$ cat src/include/audio_config.svh
`ifndef AUDIO_CONFIG_SVH
`define AUDIO_CONFIG_SVH

////////////////////////////////////////////////////////////////////////////
// Sample widths
////////////////////////////////////////////////////////////////////////////

`define AUDIO_SAMPLE_W 16
`define AUDIO_ACC_W    18

////////////////////////////////////////////////////////////////////////////
// Master boost curves
////////////////////////////////////////////////////////////////////////////

// F is the slope divisor above the knee
// A is the gain below the knee
`define COMP_LO_F 4
`define COMP_LO_A 2
`define COMP_HI_F 8
`define COMP_HI_A 4

`endif

$ cat src/audio_pkg.sv
`include "audio_config.svh"

package audio_pkg;

	// One signed sample from any sound source
	typedef logic signed [`AUDIO_SAMPLE_W-1:0] sample_t;

	// Mixing accumulator
	// Two extra bits of headroom for the CD boost sum
	typedef logic signed [`AUDIO_ACC_W-1:0] acc_t;

	// Master boost setting
	// The unused code 2'b11 is treated as the 4x curve
	typedef enum logic [1:0] {
		BOOST_OFF = 2'd0,
		BOOST_2X  = 2'd1,
		BOOST_4X  = 2'd2
	} boost_mode_t;

endpackage

$ cat src/voice_bus_if.sv
`timescale 1ns/10ps

interface voice_bus_if
	import audio_pkg::*;
();

	// Voices after attenuation
	sample_t cdda_l;
	sample_t cdda_r;
	sample_t adpcm;
	sample_t psg_l;
	sample_t psg_r;

	// One-cycle strobe, no back-pressure
	logic    valid;

	modport source (
		output cdda_l, cdda_r, adpcm, psg_l, psg_r, valid
	);

	modport sink (
		input cdda_l, cdda_r, adpcm, psg_l, psg_r, valid
	);

endinterface

$ cat src/voice_attenuator.sv
`timescale 1ns/10ps

module voice_attenuator
	import audio_pkg::*;
(
	input  logic        clk_sys,
	input  logic        reset,
	input  logic        sample_valid,
	input  sample_t     cdda_l,
	input  sample_t     cdda_r,
	input  sample_t     adpcm,
	input  sample_t     psg_l,
	input  sample_t     psg_r,
	voice_bus_if.source bus
);

	// Half plus quarter plus a last smaller term
	// Each shift floors on its own before the sum
	function automatic sample_t shift_sum(input sample_t s, input int unsigned last);
		shift_sum = (s >>> 1) + (s >>> 2) + (s >>> last);
	endfunction

	////////////////////////////////////////////////////////////////////////////
	// Input capture
	////////////////////////////////////////////////////////////////////////////

	always_ff @(posedge clk_sys) begin
		if (sample_valid) begin
			// CD audio goes through at full level
			bus.cdda_l <= cdda_l;
			bus.cdda_r <= cdda_r;
			// PSG at about 0.81, ADPCM at 0.875
			bus.psg_l  <= shift_sum(psg_l, 4);
			bus.psg_r  <= shift_sum(psg_r, 4);
			bus.adpcm  <= shift_sum(adpcm, 3);
		end
	end

	always_ff @(posedge clk_sys) begin
		if (reset) begin
			bus.valid <= 1'b0;
		end else begin
			bus.valid <= sample_valid;
		end
	end

endmodule

$ cat src/channel_mixer.sv
`timescale 1ns/10ps

`include "audio_config.svh"

module channel_mixer
	import audio_pkg::*;
(
	input  logic      clk_sys,
	input  logic      reset,
	input  logic      cd_boost,
	voice_bus_if.sink bus,
	output sample_t   mix_l,
	output sample_t   mix_r,
	output logic      mix_valid
);

	acc_t sum_l;
	acc_t sum_r;
	logic sum_valid;
	acc_t scaled_l;
	acc_t scaled_r;

	// All voices of one channel in accumulator width
	function automatic acc_t voice_sum(input sample_t cdda, psg, voice, input logic boost);
		acc_t cd_term;
		cd_term = acc_t'(cdda);
		voice_sum = cd_term + (boost ? cd_term : acc_t'(0)) + acc_t'(psg) + acc_t'(voice);
	endfunction

	// Without CD boost the sum gets 5/4 to fill the range again
	function automatic acc_t headroom(input acc_t sum, input logic boost);
		headroom = boost ? sum : sum + (sum >>> 2);
	endfunction

	////////////////////////////////////////////////////////////////////////////
	// Stage 1, summing
	////////////////////////////////////////////////////////////////////////////

	always_ff @(posedge clk_sys) begin
		if (bus.valid) begin
			sum_l <= voice_sum(bus.cdda_l, bus.psg_l, bus.adpcm, cd_boost);
			sum_r <= voice_sum(bus.cdda_r, bus.psg_r, bus.adpcm, cd_boost);
		end
		if (sum_valid) begin
			scaled_l <= headroom(sum_l, cd_boost);
			scaled_r <= headroom(sum_r, cd_boost);
		end
	end

	////////////////////////////////////////////////////////////////////////////
	// Stage 2 strobe and output
	////////////////////////////////////////////////////////////////////////////

	always_ff @(posedge clk_sys) begin
		if (reset) begin
			sum_valid <= 1'b0;
			mix_valid <= 1'b0;
		end else begin
			sum_valid <= bus.valid;
			mix_valid <= sum_valid;
		end
	end

	// Top sixteen accumulator bits
	assign mix_l = scaled_l[`AUDIO_ACC_W-1 -: `AUDIO_SAMPLE_W];
	assign mix_r = scaled_r[`AUDIO_ACC_W-1 -: `AUDIO_SAMPLE_W];

	a_mix_latency: assert property (@(posedge clk_sys) disable iff (reset)
		mix_valid == $past(bus.valid, 2))
	else $error("mix_valid is not two cycles behind the voice bus strobe");

endmodule

$ cat src/soft_compressor.sv
`timescale 1ns/10ps

`include "audio_config.svh"

module soft_compressor
	import audio_pkg::*;
(
	input  logic        clk_sys,
	input  logic        reset,
	input  boost_mode_t master_boost,
	input  sample_t     in_sample,
	input  logic        in_valid,
	output sample_t     out_sample,
	output logic        out_valid
);

	localparam int W = `AUDIO_SAMPLE_W;

	// Knee sits one above the exact crossing so the top end cannot wrap
	localparam int LO_X = ((32767 * (`COMP_LO_F - 1)) / ((`COMP_LO_F * `COMP_LO_A) - 1)) + 1;
	localparam int LO_B = LO_X * `COMP_LO_A;
	localparam int HI_X = ((32767 * (`COMP_HI_F - 1)) / ((`COMP_HI_F * `COMP_HI_A) - 1)) + 1;
	localparam int HI_B = HI_X * `COMP_HI_A;

	logic [W-1:0] mag;
	logic [W-1:0] lo_val;
	logic [W-1:0] hi_val;
	logic [W-1:0] shaped;
	sample_t      comp_sample;

	// Two segments, steep gain below the knee and a flat tail above
	function automatic logic [W-1:0] curve(input logic [W-1:0] m, input int x, b, a, f);
		if (m < x) begin
			curve = W'(m * a);
		end else begin
			curve = W'(((m - x) / f) + b);
		end
	endfunction

	////////////////////////////////////////////////////////////////////////////
	// Magnitude, curve, sign
	////////////////////////////////////////////////////////////////////////////

	always_comb begin
		mag    = in_sample[W-1] ? (~in_sample) + 1'b1 : in_sample;
		lo_val = curve(mag, LO_X, LO_B, `COMP_LO_A, `COMP_LO_F);
		hi_val = curve(mag, HI_X, HI_B, `COMP_HI_A, `COMP_HI_F);
		// Code 2'b11 lands on the 4x curve
		shaped = (master_boost == BOOST_2X) ? lo_val : hi_val;
		comp_sample = in_sample[W-1] ? sample_t'(-shaped) : sample_t'(shaped);
	end

	always_ff @(posedge clk_sys) begin
		if (in_valid) begin
			out_sample <= (master_boost == BOOST_OFF) ? in_sample : comp_sample;
		end
	end

	always_ff @(posedge clk_sys) begin
		if (reset) begin
			out_valid <= 1'b0;
		end else begin
			out_valid <= in_valid;
		end
	end

	a_comp_latency: assert property (@(posedge clk_sys) disable iff (reset)
		out_valid == $past(in_valid))
	else $error("out_valid is not one cycle behind in_valid");

endmodule

$ cat src/audio_mix_top.sv
`timescale 1ns/10ps

module audio_mix_top
	import audio_pkg::*;
(
	input  logic        clk_sys,
	input  logic        reset,
	input  logic        sample_valid,
	input  sample_t     cdda_l,
	input  sample_t     cdda_r,
	input  sample_t     adpcm,
	input  sample_t     psg_l,
	input  sample_t     psg_r,
	input  logic        cd_boost,
	input  boost_mode_t master_boost,
	output sample_t     audio_l,
	output sample_t     audio_r,
	output logic        out_valid
);

	sample_t mix_l;
	sample_t mix_r;
	logic    mix_valid;

	voice_bus_if voice_bus ();

	voice_attenuator attenuator (
		.clk_sys      (clk_sys),
		.reset        (reset),
		.sample_valid (sample_valid),
		.cdda_l       (cdda_l),
		.cdda_r       (cdda_r),
		.adpcm        (adpcm),
		.psg_l        (psg_l),
		.psg_r        (psg_r),
		.bus          (voice_bus.source)
	);

	channel_mixer mixer (
		.clk_sys   (clk_sys),
		.reset     (reset),
		.cd_boost  (cd_boost),
		.bus       (voice_bus.sink),
		.mix_l     (mix_l),
		.mix_r     (mix_r),
		.mix_valid (mix_valid)
	);

	// Both channels share one strobe, the left one is brought out
	soft_compressor compressor_l (
		.clk_sys      (clk_sys),
		.reset        (reset),
		.master_boost (master_boost),
		.in_sample    (mix_l),
		.in_valid     (mix_valid),
		.out_sample   (audio_l),
		.out_valid    (out_valid)
	);

	soft_compressor compressor_r (
		.clk_sys      (clk_sys),
		.reset        (reset),
		.master_boost (master_boost),
		.in_sample    (mix_r),
		.in_valid     (mix_valid),
		.out_sample   (audio_r),
		.out_valid    ()
	);

endmodule

$ cat config.mk
export PLATFORM = sky130hd
export DESIGN_NAME = audio_mix_top
export DESIGN_NICKNAME = d
export VERILOG_FILES = /design/src/audio_pkg.sv /design/src/voice_bus_if.sv /design/src/voice_attenuator.sv /design/src/channel_mixer.sv /design/src/soft_compressor.sv /design/src/audio_mix_top.sv
export VERILOG_INCLUDE_DIRS = /design/src /design/src/include
export SDC_FILE = /design/constraint.sdc
export NUM_CORES = 1
export LEC_CHECK = 0
export ABC_AREA = 1
export BUFFER_PORTS_ARGS = -buffer_cell sky130_fd_sc_hd__buf_2
export CAP_MARGIN = 20
export CORE_MARGIN = 5
export CORE_UTILIZATION = 60
export CTS_BUF_LIST = sky130_fd_sc_hd__clkbuf_8
export CTS_CLUSTER_DIAMETER = 60
export CTS_CLUSTER_SIZE = 20
export DETAILED_ROUTE_END_ITERATION = 16
export PLACE_DENSITY = 0.83
export SYNTH_ARGS = -nofsm -noshare
export SYNTH_HDL_FRONTEND = slang
export SYNTH_SLANG_ARGS = --single-unit
$ cat constraint.sdc
create_clock -name clk_sys -period 10.55 [get_ports clk_sys]
set_input_delay 0.5275 -clock clk_sys [delete_from_list [all_inputs] [get_ports clk_sys]]
set_output_delay 0.5275 -clock clk_sys [all_outputs]
set_load 0.02 [all_outputs]
# Word level (Yosys, flattened, before mapping)
# Index checks and enable logic that the tools add are counted.
[word_totals]
regBits = 188
latchBits = 0
mem_bits_rw = 0
rom_bits = 0
in_bits = 86
word_cells = 65
memories = 0
[classes]
n_addsub = 26
multipliers = 0
div_mod_pow = 0
n_lt_le_gt_ge = 4
eq_ne = 1
n_shift = 0
n_mux = 16
bitwise_logic = 2
reduce_logical = 1
[op_table]
columns = ["operator", "n"]
rows = [
  ["$mux W16", 12],
  ["$add A18 B16 Y18", 6],
  ["$mux W18", 4],
  ["$add A16 B15 Y16 const B", 4],
  ["$add A15 B14 Y16", 3],
  ["$add A16 B18 Y18", 2],
  ["$sub A16 B13 Y17 const B", 2],
  ["$sub A16 B14 Y17 const B", 2],
  ["$add A16 B1 Y16 const B", 2],
  ["$add A16 B12 Y16", 2],
  ["$lt A16 B13 Y1 const B", 2],
  ["$lt A16 B14 Y1 const B", 2],
  ["$neg A16 Y16", 2],
  ["$not A16 Y16", 2],
  ["$add A16 B13 Y16", 1],
  ["$eq A2 B1 Y1 const B", 1],
  ["$logic_not A2 Y1", 1],
]

# Longest topological paths before layout
# Gate-level depths: netlist of the first run.
[logic_depth]
word_depth = 10
ltp_mapped = 32
depth_no_buf = 32

# Modules after synthesis
# From an unflattened synthesis of the first run, not the netlist that was laid out.
[unflattened]
cells_unflattened = 2761
area_unflattened_um2 = 20094.3
[by_module_without_submodules]
columns = ["module", "n_inst", "cells_per_inst", "area_each_um2"]
rows = [
  ["channel_mixer", 1, 1003, 7812.5],
  ["voice_attenuator", 1, 591, 5624.1],
  ["soft_compressor (compressor_l)", 1, 589, 3353.2],
  ["soft_compressor (compressor_r)", 1, 578, 3304.4],
]

# Worst setup path before layout of the first run
# OpenSTA, ideal clock, no wires.
[synth_path]
kind = "input-to-reg"
startpoint = "input cd_boost"
endpoint = "register mixer.sum_r[16], data pin"
setup_ns = 0.258
arrival_time_ns = 3.771
t_required_ns = 10.292
path_slack_ns = 6.521
stages = 21
n_path_buf = 3
path_cell_list = "clkbuf_1 > clkbuf_1 > clkbuf_1 > nand2_1 > inv_1 > fa_1 > ha_1 > a21oi_1 > nand2_1 > nand2_1 > nand2_1 > a21oi_1 > o21ai_0 > a21boi_0 > o21bai_1 > a21oi_1 > o21ai_0 > a21oi_1 > nor2_1 > nor2_1 > xnor2_1"
[synth_between]
elab_chain_len = 4
[synth_lines]
columns = ["element", "line_no", "text"]
rows = [
  ["start: declaration", "audio_mix_top.sv:14", "input logic cd_boost,"],
  ["$mux W18", "channel_mixer.sv:27", "voice_sum = cd_term + (boost ? cd_term : acc_t'(0)) + acc_t'(psg) + acc_t'(voice);"],
  ["$add A16 B18 Y18", "channel_mixer.sv:27", ""],
  ["$add A18 B16 Y18 (2 in a row)", "channel_mixer.sv:27", ""],
  ["end signal: assignment", "channel_mixer.sv:42", "sum_r <= voice_sum(bus.cdda_r, bus.psg_r, bus.adpcm, cd_boost);"],
  ["end: declaration", "channel_mixer.sv:18", "acc_t sum_r;"],
]
# Every way passes these cells.
# A chain may end at the register's enable or synchronous reset.

# Worst setup path in the final report of the first run
[layout_path]
startpoint = "register mixer.scaled_r[2]"
endpoint = "register compressor_r.out_sample[12], data pin"
[layout_between]
elab_chain_len = 10
word_cells_on_any_way = 15
[layout_lines]
columns = ["element", "line_no", "text"]
rows = [
  ["start: declaration", "channel_mixer.sv:21", "acc_t scaled_r;"],
  ["start signal: assignment", "channel_mixer.sv:46", "scaled_r <= headroom(sum_r, cd_boost);"],
  ["$not A16 Y16", "soft_compressor.sv:45", "mag = in_sample[W-1] ? (~in_sample) + 1'b1 : in_sample;"],
  ["$add A16 B1 Y16", "soft_compressor.sv:45", ""],
  ["$mux W16 *", "soft_compressor.sv:45", ""],
  ["$sub A16 B13 Y17 or $sub A16 B14 Y17 (tied branches)", "soft_compressor.sv:36", "curve = W'(((m - x) / f) + b);"],
  ["$add A16 B15 Y16", "soft_compressor.sv:36", ""],
  ["$mux W16", "soft_compressor.sv:33", "if (m < x) begin"],
  ["$mux W16 *", "soft_compressor.sv:49", "shaped = (master_boost == BOOST_2X) ? lo_val : hi_val;"],
  ["$neg A16 Y16", "soft_compressor.sv:50", "comp_sample = in_sample[W-1] ? sample_t'(-shaped) : sample_t'(shaped);"],
  ["$mux W16 *", "soft_compressor.sv:50", ""],
  ["$mux W16 *", "soft_compressor.sv:55", "out_sample <= (master_boost == BOOST_OFF) ? in_sample : comp_sample;"],
  ["end signal: assignment", "soft_compressor.sv:55", ""],
  ["end: declaration", "soft_compressor.sv:13", "output sample_t out_sample,"],
]
# Mark *: on every way between the ends. The rest lies on a longest branch, timed or not.

==> results by group, run 1 <==
Run status
  • Status: finished clean

Placed design
  • DP Wirelength: 30900 um
  • PortBufs: 115
  • Dpl cells: 2625
  • Final GP Congestion: 0.939

Synth
  • Netlist cell types: 53
  • Sequential area share after synthesis: 31.2%
  • Mapped Nets: 2472
  • Syn Inst Count: 2159
  • Synth top area share: 30.7%
  • Register bit total from synthesis: 184
  • Avg Cell Area, Syn: 8.14 um^2
  • Main area contributors after synthesis: edfxtp_1 (31%), nand2_1 (13%), fa_1 (12%)
  • Largest area contributor in the netlist: edfxtp_1
  • Synth Cell Area: 17600 um^2
  • Yosys warning total: 0

STA
  • Unrepaired setup endpoints after global routing: no
  • Hold Violations, Final: 0
  • Worst slew pin tran: 0.983 ns
  • Worst hold margin: 0.220 ns
  • Worst Skew: 0.0153 ns
  • Post-route clock period utilization: 44.6%
  • Max-Slew Margin vs Limit: 34.5%
  • Fin. max-slew vios: 0
  • Achievable Freq: 0.212 GHz
  • Fin crit period: 4.71 ns
  • TNS Setup: 0 ns
  • Setup violators final: 0

Critical path
  • Crit end category: register
  • Crit path largest cell delay: 0.70 ns
  • Most frequent CP cell: nand3_1
  • WS Path Type: reg -> reg
  • Worst path cell trace: inv_1, ha_1, nand2_1, nor2_2, nand4_1, nand3_1, nand3_1, nor2_1, nand3_2, inv_1, o21ai_0, o21ai_2, ha_1, nand2_1, nor2_2, nand3_1, nor2_1, nand3_1, nand2_1, nand2_1, nand3_1, o21ai_0
  • Critical path's slowest cell: nor2_1
  • Worst-path fanout max: 21
  • Critical Path AT: 4.91 ns
  • Type of origin of the critical path: register
  • WP data required: 10.75 ns

Detailed routing
  • DRT iter0 DRCs: 999
  • Initial DRT Pass Iterations: 6
  • Routed vias/inst: 5.49
  • Vias: 14584
  • DRT antenna net count: 0
  • Post-route DRC: 0
  • Drt total wl: 38500 um
  • Wire per inst: 14.5 um

Flow run
  • Maxcap violations: 0

Floorplanning
  • Die X: 181 um
  • Io pins: 119
  • Initial core utilization: 60.9%
  • Die H: 181 um
  • Core Area: 28900 um^2
  • Rows: 62
  • Die ar.: 32800 um^2

Clock network
  • Clock Latency Late Sink: 0.47 ns
  • Clock Path Buffers: 2
  • Root Driver: clkbuf_8
  • CTS H-tree lvls: 4
  • CTS tree: yes
  • CTS Buf Count: 17
  • Clock slew at reported path FFs: 0.12 ns
  • CTS resizes: 0
  • # clock sinks: 184
  • CTS Hold Bufs: 0
  • Post-CTS setup buffers: 0

Layout
  • Multi-input logic area: 10800 um^2
  • Final Net Count: 2573
  • Fraction of layout cells with a size suffix above 1: 12.8%
  • Sequential cell area: 5490 um^2
  • Fin cells: 2657
  • Fillers: 2370
  • Layout area overhead: 7.35%
  • Final Util: 65.4%
  • Antenna fix cells: 0

Global routing
  • First-pass GRT wire length: 64800 um
  • Overflow after GRT: 0
  • Largest net degree at the start of global routing: 82
  • Number of global-route vias before repair: 14054
  • Initial antenna violation count: 0
  • Total Routing Usage GR: 23.5%

Min path
  • Worst min-delay path class: in -> reg

Power and ir drop
  • Design Power: 0.00447 W
  • Leak: 9.08 nW
  • Worst IR Drop VDD: 0.106 mV
  • Pwr dens: 237 nW/um^2
path summary, 6_finish.rpt:
kind | from | to | cells after the start | slack, ns
worst min-delay path | cdda_r[14] | attenuator.bus.cdda_r[14] | 1 | 0.22
worst max-delay path | mixer.scaled_r[2] | compressor_r.out_sample[12] | 22 | 5.84
worst max register to register | mixer.scaled_r[2] | compressor_r.out_sample[12] | 22 | 5.84
worst min register to register | attenuator.bus.valid | mixer.sum_valid | 2 | 0.44
cells by family (layout without fill, tap and decap cells):
family,after synthesis,count (layout),synth area share (%)
flops,184,184,31.2
buf+inv,326,440,7.50
compound gates,259,259,8.54
fa+ha+maj,227,227,20.8
xor+xnor,95,95,4.78
simple gates,1068,1068,27.2
metal layers:
layer  GRT usage [%]  vias up  part of all wire [%]
li1                -     7281                     -
met1            30.8     6727                    43
met2            41.4      513                    49
met3            3.08       63                   6.4
met4            6.36        0                   2.1
met5               0        -                     0
critical path: cells and delay by family (launching register included):
| kind | cells | cell delay, ns |
|---|---|---|
| buffers and inverters | 2 | 0.46 |
| flip-flops | 1 | 0.37 |
| adder cells (fa/ha/maj) | 2 | 0.49 |
| AND/OR/NAND/NOR | 15 | 2.77 |
| AO/OA/AOI/OAI | 3 | 0.35 |
area by class of cell:
type	count	area share [%]
Multi-Input combinational cell	1649	57.1
Sequential cell	184	29.1
Inverter	284	5.66
Timing Repair Buffer	124	3.42
Tap cell	384	2.55
Clock buffer	17	1.24
Clock inverter	15	0.941
sequential cells by signal, summed over array words and instances, names as in the netlist:
register                 flops
mixer.sum_l                 18
mixer.sum_r                 18
attenuator.bus.adpcm        16
attenuator.bus.cdda_l       16
attenuator.bus.cdda_r       16
attenuator.bus.psg_l        16
attenuator.bus.psg_r        16
compressor_l.out_sample     16
compressor_r.out_sample     16
mixer.scaled_l              16
mixer.scaled_r              16
attenuator.bus.valid         1
compressor_l.out_valid       1
mixer.mix_valid              1
mixer.sum_valid              1
layout by cell type, fill, tap and decap left out, types with 22 or more instances in the layout:
cell and n:
xnor2_1 31, edfxtp_1 180, a21oi_1 93, buf_2 114, fa_1 108, ha_1 119
nand2_2 42, inv_1 262, xor2_1 63, nor2_1 117, nand3_1 200, nand4_1 22
nand2_1 611, o21ai_0 97
synth_stat cells, drive strengths merged:
cell type and count:
nand2 663, inv 282, nand3 218, edfxtp 180, nor2 142, ha 119, o21ai 117, fa 108
a21oi 96, xor2 64, xnor2 31, buf 22, nand4 22, clkbuf 20, o21bai 15, o211ai 9
and2 8, or2 6, nor3 5, a21o 4, a31oi 4, dfxtp 4, nand3b 4, o31ai 4
a2111oi 2, a211oi 2, clkinv 2, o21a 2, a21boi 1, a31o 1, a32oi 1, o2111ai 1
per-stage QoR:
stage               setup slack (ns)  area, um^2
floorplan                       6.52       17600
global placement                6.03       18500
detailed placement              5.90       18500
CTS                             5.89       18900
global route                    5.37       18900
finish                          5.84       18900
power breakdown:
| part | internal [W] | switching (W) |
|---|---|---|
| clock | 0.000182 | 0.000303 |
| combinational | 0.00110 | 0.00163 |
| sequential | 0.00113 | 0.000135 |
Power figures use the tool's default switching activity.
==> run 2, diff against run 1 <==
==> constraint.sdc (replaced) <==
create_clock -name clk_sys -period 4.9 [get_ports clk_sys]
set_input_delay 0.245 -clock clk_sys [delete_from_list [all_inputs] [get_ports clk_sys]]
set_output_delay 0.245 -clock clk_sys [all_outputs]
set_load 0.02 [all_outputs]
==> run 2 against run 1 <==
Hold slack got worse by 0.18 ns. Wire length is 3.6% higher. Core utilization up 1.3 points. Clock power is 110% higher. Count of clock-buffer cells in the layout is the same. Combinational power increased by 120%. Register-to-register slack got worse by 5.2 ns. Sequential share of layout area down 0.55 points. Sequential power is 120% higher. Highest routed layer unchanged.
==> results by group, run 2 (synthesis gave the netlist of run 1 again) <==
Critical path
  • WS Path Type: reg -> reg (unchanged)
  • Most frequent CP cell: nor2_1 (was nand3_1)
  • Worst-path fanout max: 2 (was 21)
  • Critical path's slowest cell: fa_1 (was nor2_1)
  • Critical Path AT: 4.54 ns (was 4.91 ns)
  • Worst path cell trace: fa_1, fa_1, ha_1, inv_1, fa_1, nor2_1, nor2_1, o21ai_0, nand3_1, nand2_1, a21oi_1, o21bai_1, a31oi_1, o21ai_0, a21oi_1, nor2_1, nor2_1, xor2_1 (was inv_1, ha_1, nand2_1, nor2_2, nand4_1, nand3_1, nand3_1, nor2_1, nand3_2, inv_1, o21ai_0, o21ai_2, ha_1, nand2_1, nor2_2, nand3_1, nor2_1, nand3_1, nand2_1, nand2_1, nand3_1, o21ai_0)
  • Crit path largest cell delay: 0.55 ns (was 0.70 ns)
  • Crit end category: register (unchanged)
  • WP data required: 5.14 ns (was 10.75 ns)
  • Type of origin of the critical path: register (unchanged)

Global routing
  • Initial antenna violation count: 0 (unchanged)
  • Largest net degree at the start of global routing: 82 (unchanged)
  • First-pass GRT wire length: 67100 um (was 64800 um)
  • Overflow after GRT: 0 (unchanged)
  • Number of global-route vias before repair: 14542 (was 14054)
  • Total Routing Usage GR: 24.4% (was 23.5%)

STA
  • Post-route clock period utilization: 87.8% (was 44.6%)
  • Worst Skew: 0.0213 ns (was 0.0153 ns)
  • Max-Slew Margin vs Limit: 36.0% (was 34.5%)
  • Fin. max-slew vios: 0 (unchanged)
  • Fin crit period: 4.30 ns (was 4.71 ns)
  • Hold Violations, Final: 0 (unchanged)
  • Unrepaired setup endpoints after global routing: no (unchanged)
  • Setup violators final: 0 (unchanged)
  • Achievable Freq: 0.233 GHz (was 0.212 GHz)
  • Worst slew pin tran: 0.960 ns (was 0.983 ns)
  • TNS Setup: 0 ns (unchanged)

Detailed routing
  • DRT iter0 DRCs: 953 (was 999)
  • Vias: 14699 (was 14584)
  • Initial DRT Pass Iterations: 5 (was 6)
  • Wire per inst: 14.8 um (was 14.5 um)
  • Post-route DRC: 0 (unchanged)
  • DRT antenna net count: 0 (unchanged)
  • Routed vias/inst: 5.45 (was 5.49)
  • Drt total wl: 39800 um (was 38500 um)

Layout
  • Leading cell type in the layout, fill and taps excluded: nand2_1 (unchanged)
  • Fraction of layout cells with a size suffix above 1: 12.7% (was 12.8%)
  • Regs by FF count: mixer.sum_l: 18 flops, mixer.sum_r: 18 flops (unchanged)
  • Antenna fix cells: 0 (unchanged)
  • Commonest cells after routing, fill and taps aside: nand2_1 (611), inv_1 (263), nand3_1 (200) (was nand2_1 (611), inv_1 (262), nand3_1 (200))
  • Layout area overhead: 9.41% (was 7.35%)
  • Final Net Count: 2612 (was 2573)
  • Fillers: 2267 (was 2370)

Power and ir drop
  • Leak: 9.25 nW (was 9.08 nW)
  • Pwr dens: 499 nW/um^2 (was 237 nW/um^2)
  • Worst IR Drop VDD: 0.278 mV (was 0.106 mV)
  • Design Power: 0.00960 W (was 0.00447 W)

Floorplanning
  • Io pins: 119 (unchanged)
  • Die H: 181 um (unchanged)
  • Core Area: 28900 um^2 (unchanged)
  • Initial core utilization: 60.9% (unchanged)
  • Die ar.: 32800 um^2 (unchanged)
  • Die X: 181 um (unchanged)
  • Rows: 62 (unchanged)

Run status
  • Status: finished clean (unchanged)

Clock network
  • Post-CTS setup buffers: 0 (unchanged)
  • Root Driver: clkbuf_8 (unchanged)
  • Clock slew at reported path FFs: 0.12 ns (about the same)
  • CTS tree: yes (unchanged)
  • CTS Buf Count: 17 (unchanged)
  • Clock Latency Late Sink: 0.49 ns (was 0.47 ns)
  • Clock Path Buffers: 2 (unchanged)
  • CTS H-tree lvls: 4 (unchanged)
  • # clock sinks: 184 (unchanged)

Placed design
  • PortBufs: 115 (unchanged)
  • Final GP Congestion: 0.944 (was 0.939)
  • DP Wirelength: 31200 um (was 30900 um)

Flow run
  • Maxcap violations: 0 (unchanged)

Min path
  • Worst min-delay path class: in -> reg (unchanged)
## run 2: cell types whose count changed in the layout (fill, tap and decap cells not counted)
cell,previous run,this run
dlygate4sd3_1,0,35
buf_4,10,14
clkinv_4,1,3
clkinv_8,5,4
clkinvlp_4,1,0
inv_1,262,263
inv_12,1,0
## run 2: cell type report
cell class,instances,area [um^2],area share [%]
timing repair buffer,163,1030,5.33
clock buffer,17,234,1.22
sequential,184,5490,28.5
clock inverter,15,159,0.826
multi-input combinational,1649,10800,56.1
tap,384,480,2.50
inverter,284,1070,5.55
## run 2: where the power goes
group / switching [W] / internal (W)
logic: 0.00348 / 0.00238
registers: 0.000306 / 0.00243
clock network: 0.000625 / 0.000380
## run 2: per-layer routing
| metal | global-route usage (%) | part of all wire (%) |
|---|---|---|
| met1 | 30.4 | 42 |
| met4 | 9.64 | 3.4 |
| met2 | 42.6 | 49 |
| met3 | 4.04 | 5.8 |
| met5 | 0 | 0 |
## run 2: stage by stage
| step | cell area, um^2 | std cells | hold slack [ns] | utilization, % | worst slack (ns) |
|---|---|---|---|---|---|
| after floorplan | 17600 | 2159 | 0.316 | - | 1.08 |
| after global placement | 18500 | 2629 | 0.408 | 64.1 | 0.755 |
| after detailed placement | 18500 | 2629 | 0.414 | 64.1 | 0.626 |
| after CTS | 19200 | 2696 | 0.0253 | 66.7 | 0.578 |
| after global routing | 19200 | 2696 | 0.0433 | 66.7 | 0.152 |
| final | 19200 | 2696 | 0.0444 | 66.7 | 0.600 |
## run 2: path summary, 6_finish.rpt
path                                               from         endpoint  slack, ns  cells after the start
worst max-delay path            attenuator.bus.adpcm[1]  mixer.sum_l[17]       0.60                     18
worst min-delay path                              reset  mixer.sum_valid       0.04                      2
worst max register to register  attenuator.bus.adpcm[1]  mixer.sum_l[17]       0.60                     18
worst min register to register     attenuator.bus.valid  mixer.sum_valid       0.42                      2
## run 2: critical path, delay by kind of cell, from the launching register on
| kind | cells | cell delay [ns] |
|---|---|---|
| DFF | 1 | 0.52 |
| adders and majority gates | 4 | 1.60 |
| buffers and inverters | 1 | 0.06 |
| xor gates and xnor gates | 1 | 0.13 |
| and+or+nand+nor | 6 | 0.58 |
| AOI/OAI and AO/OA | 6 | 1.15 |
## run 2: what timing repair did
action                                  in CTS  in global routing
hold endpoints to repair                    35                  0
gates resized for setup                      0                  0
hold buffers                                35                  0
endpoints found under the setup margin       0                  0
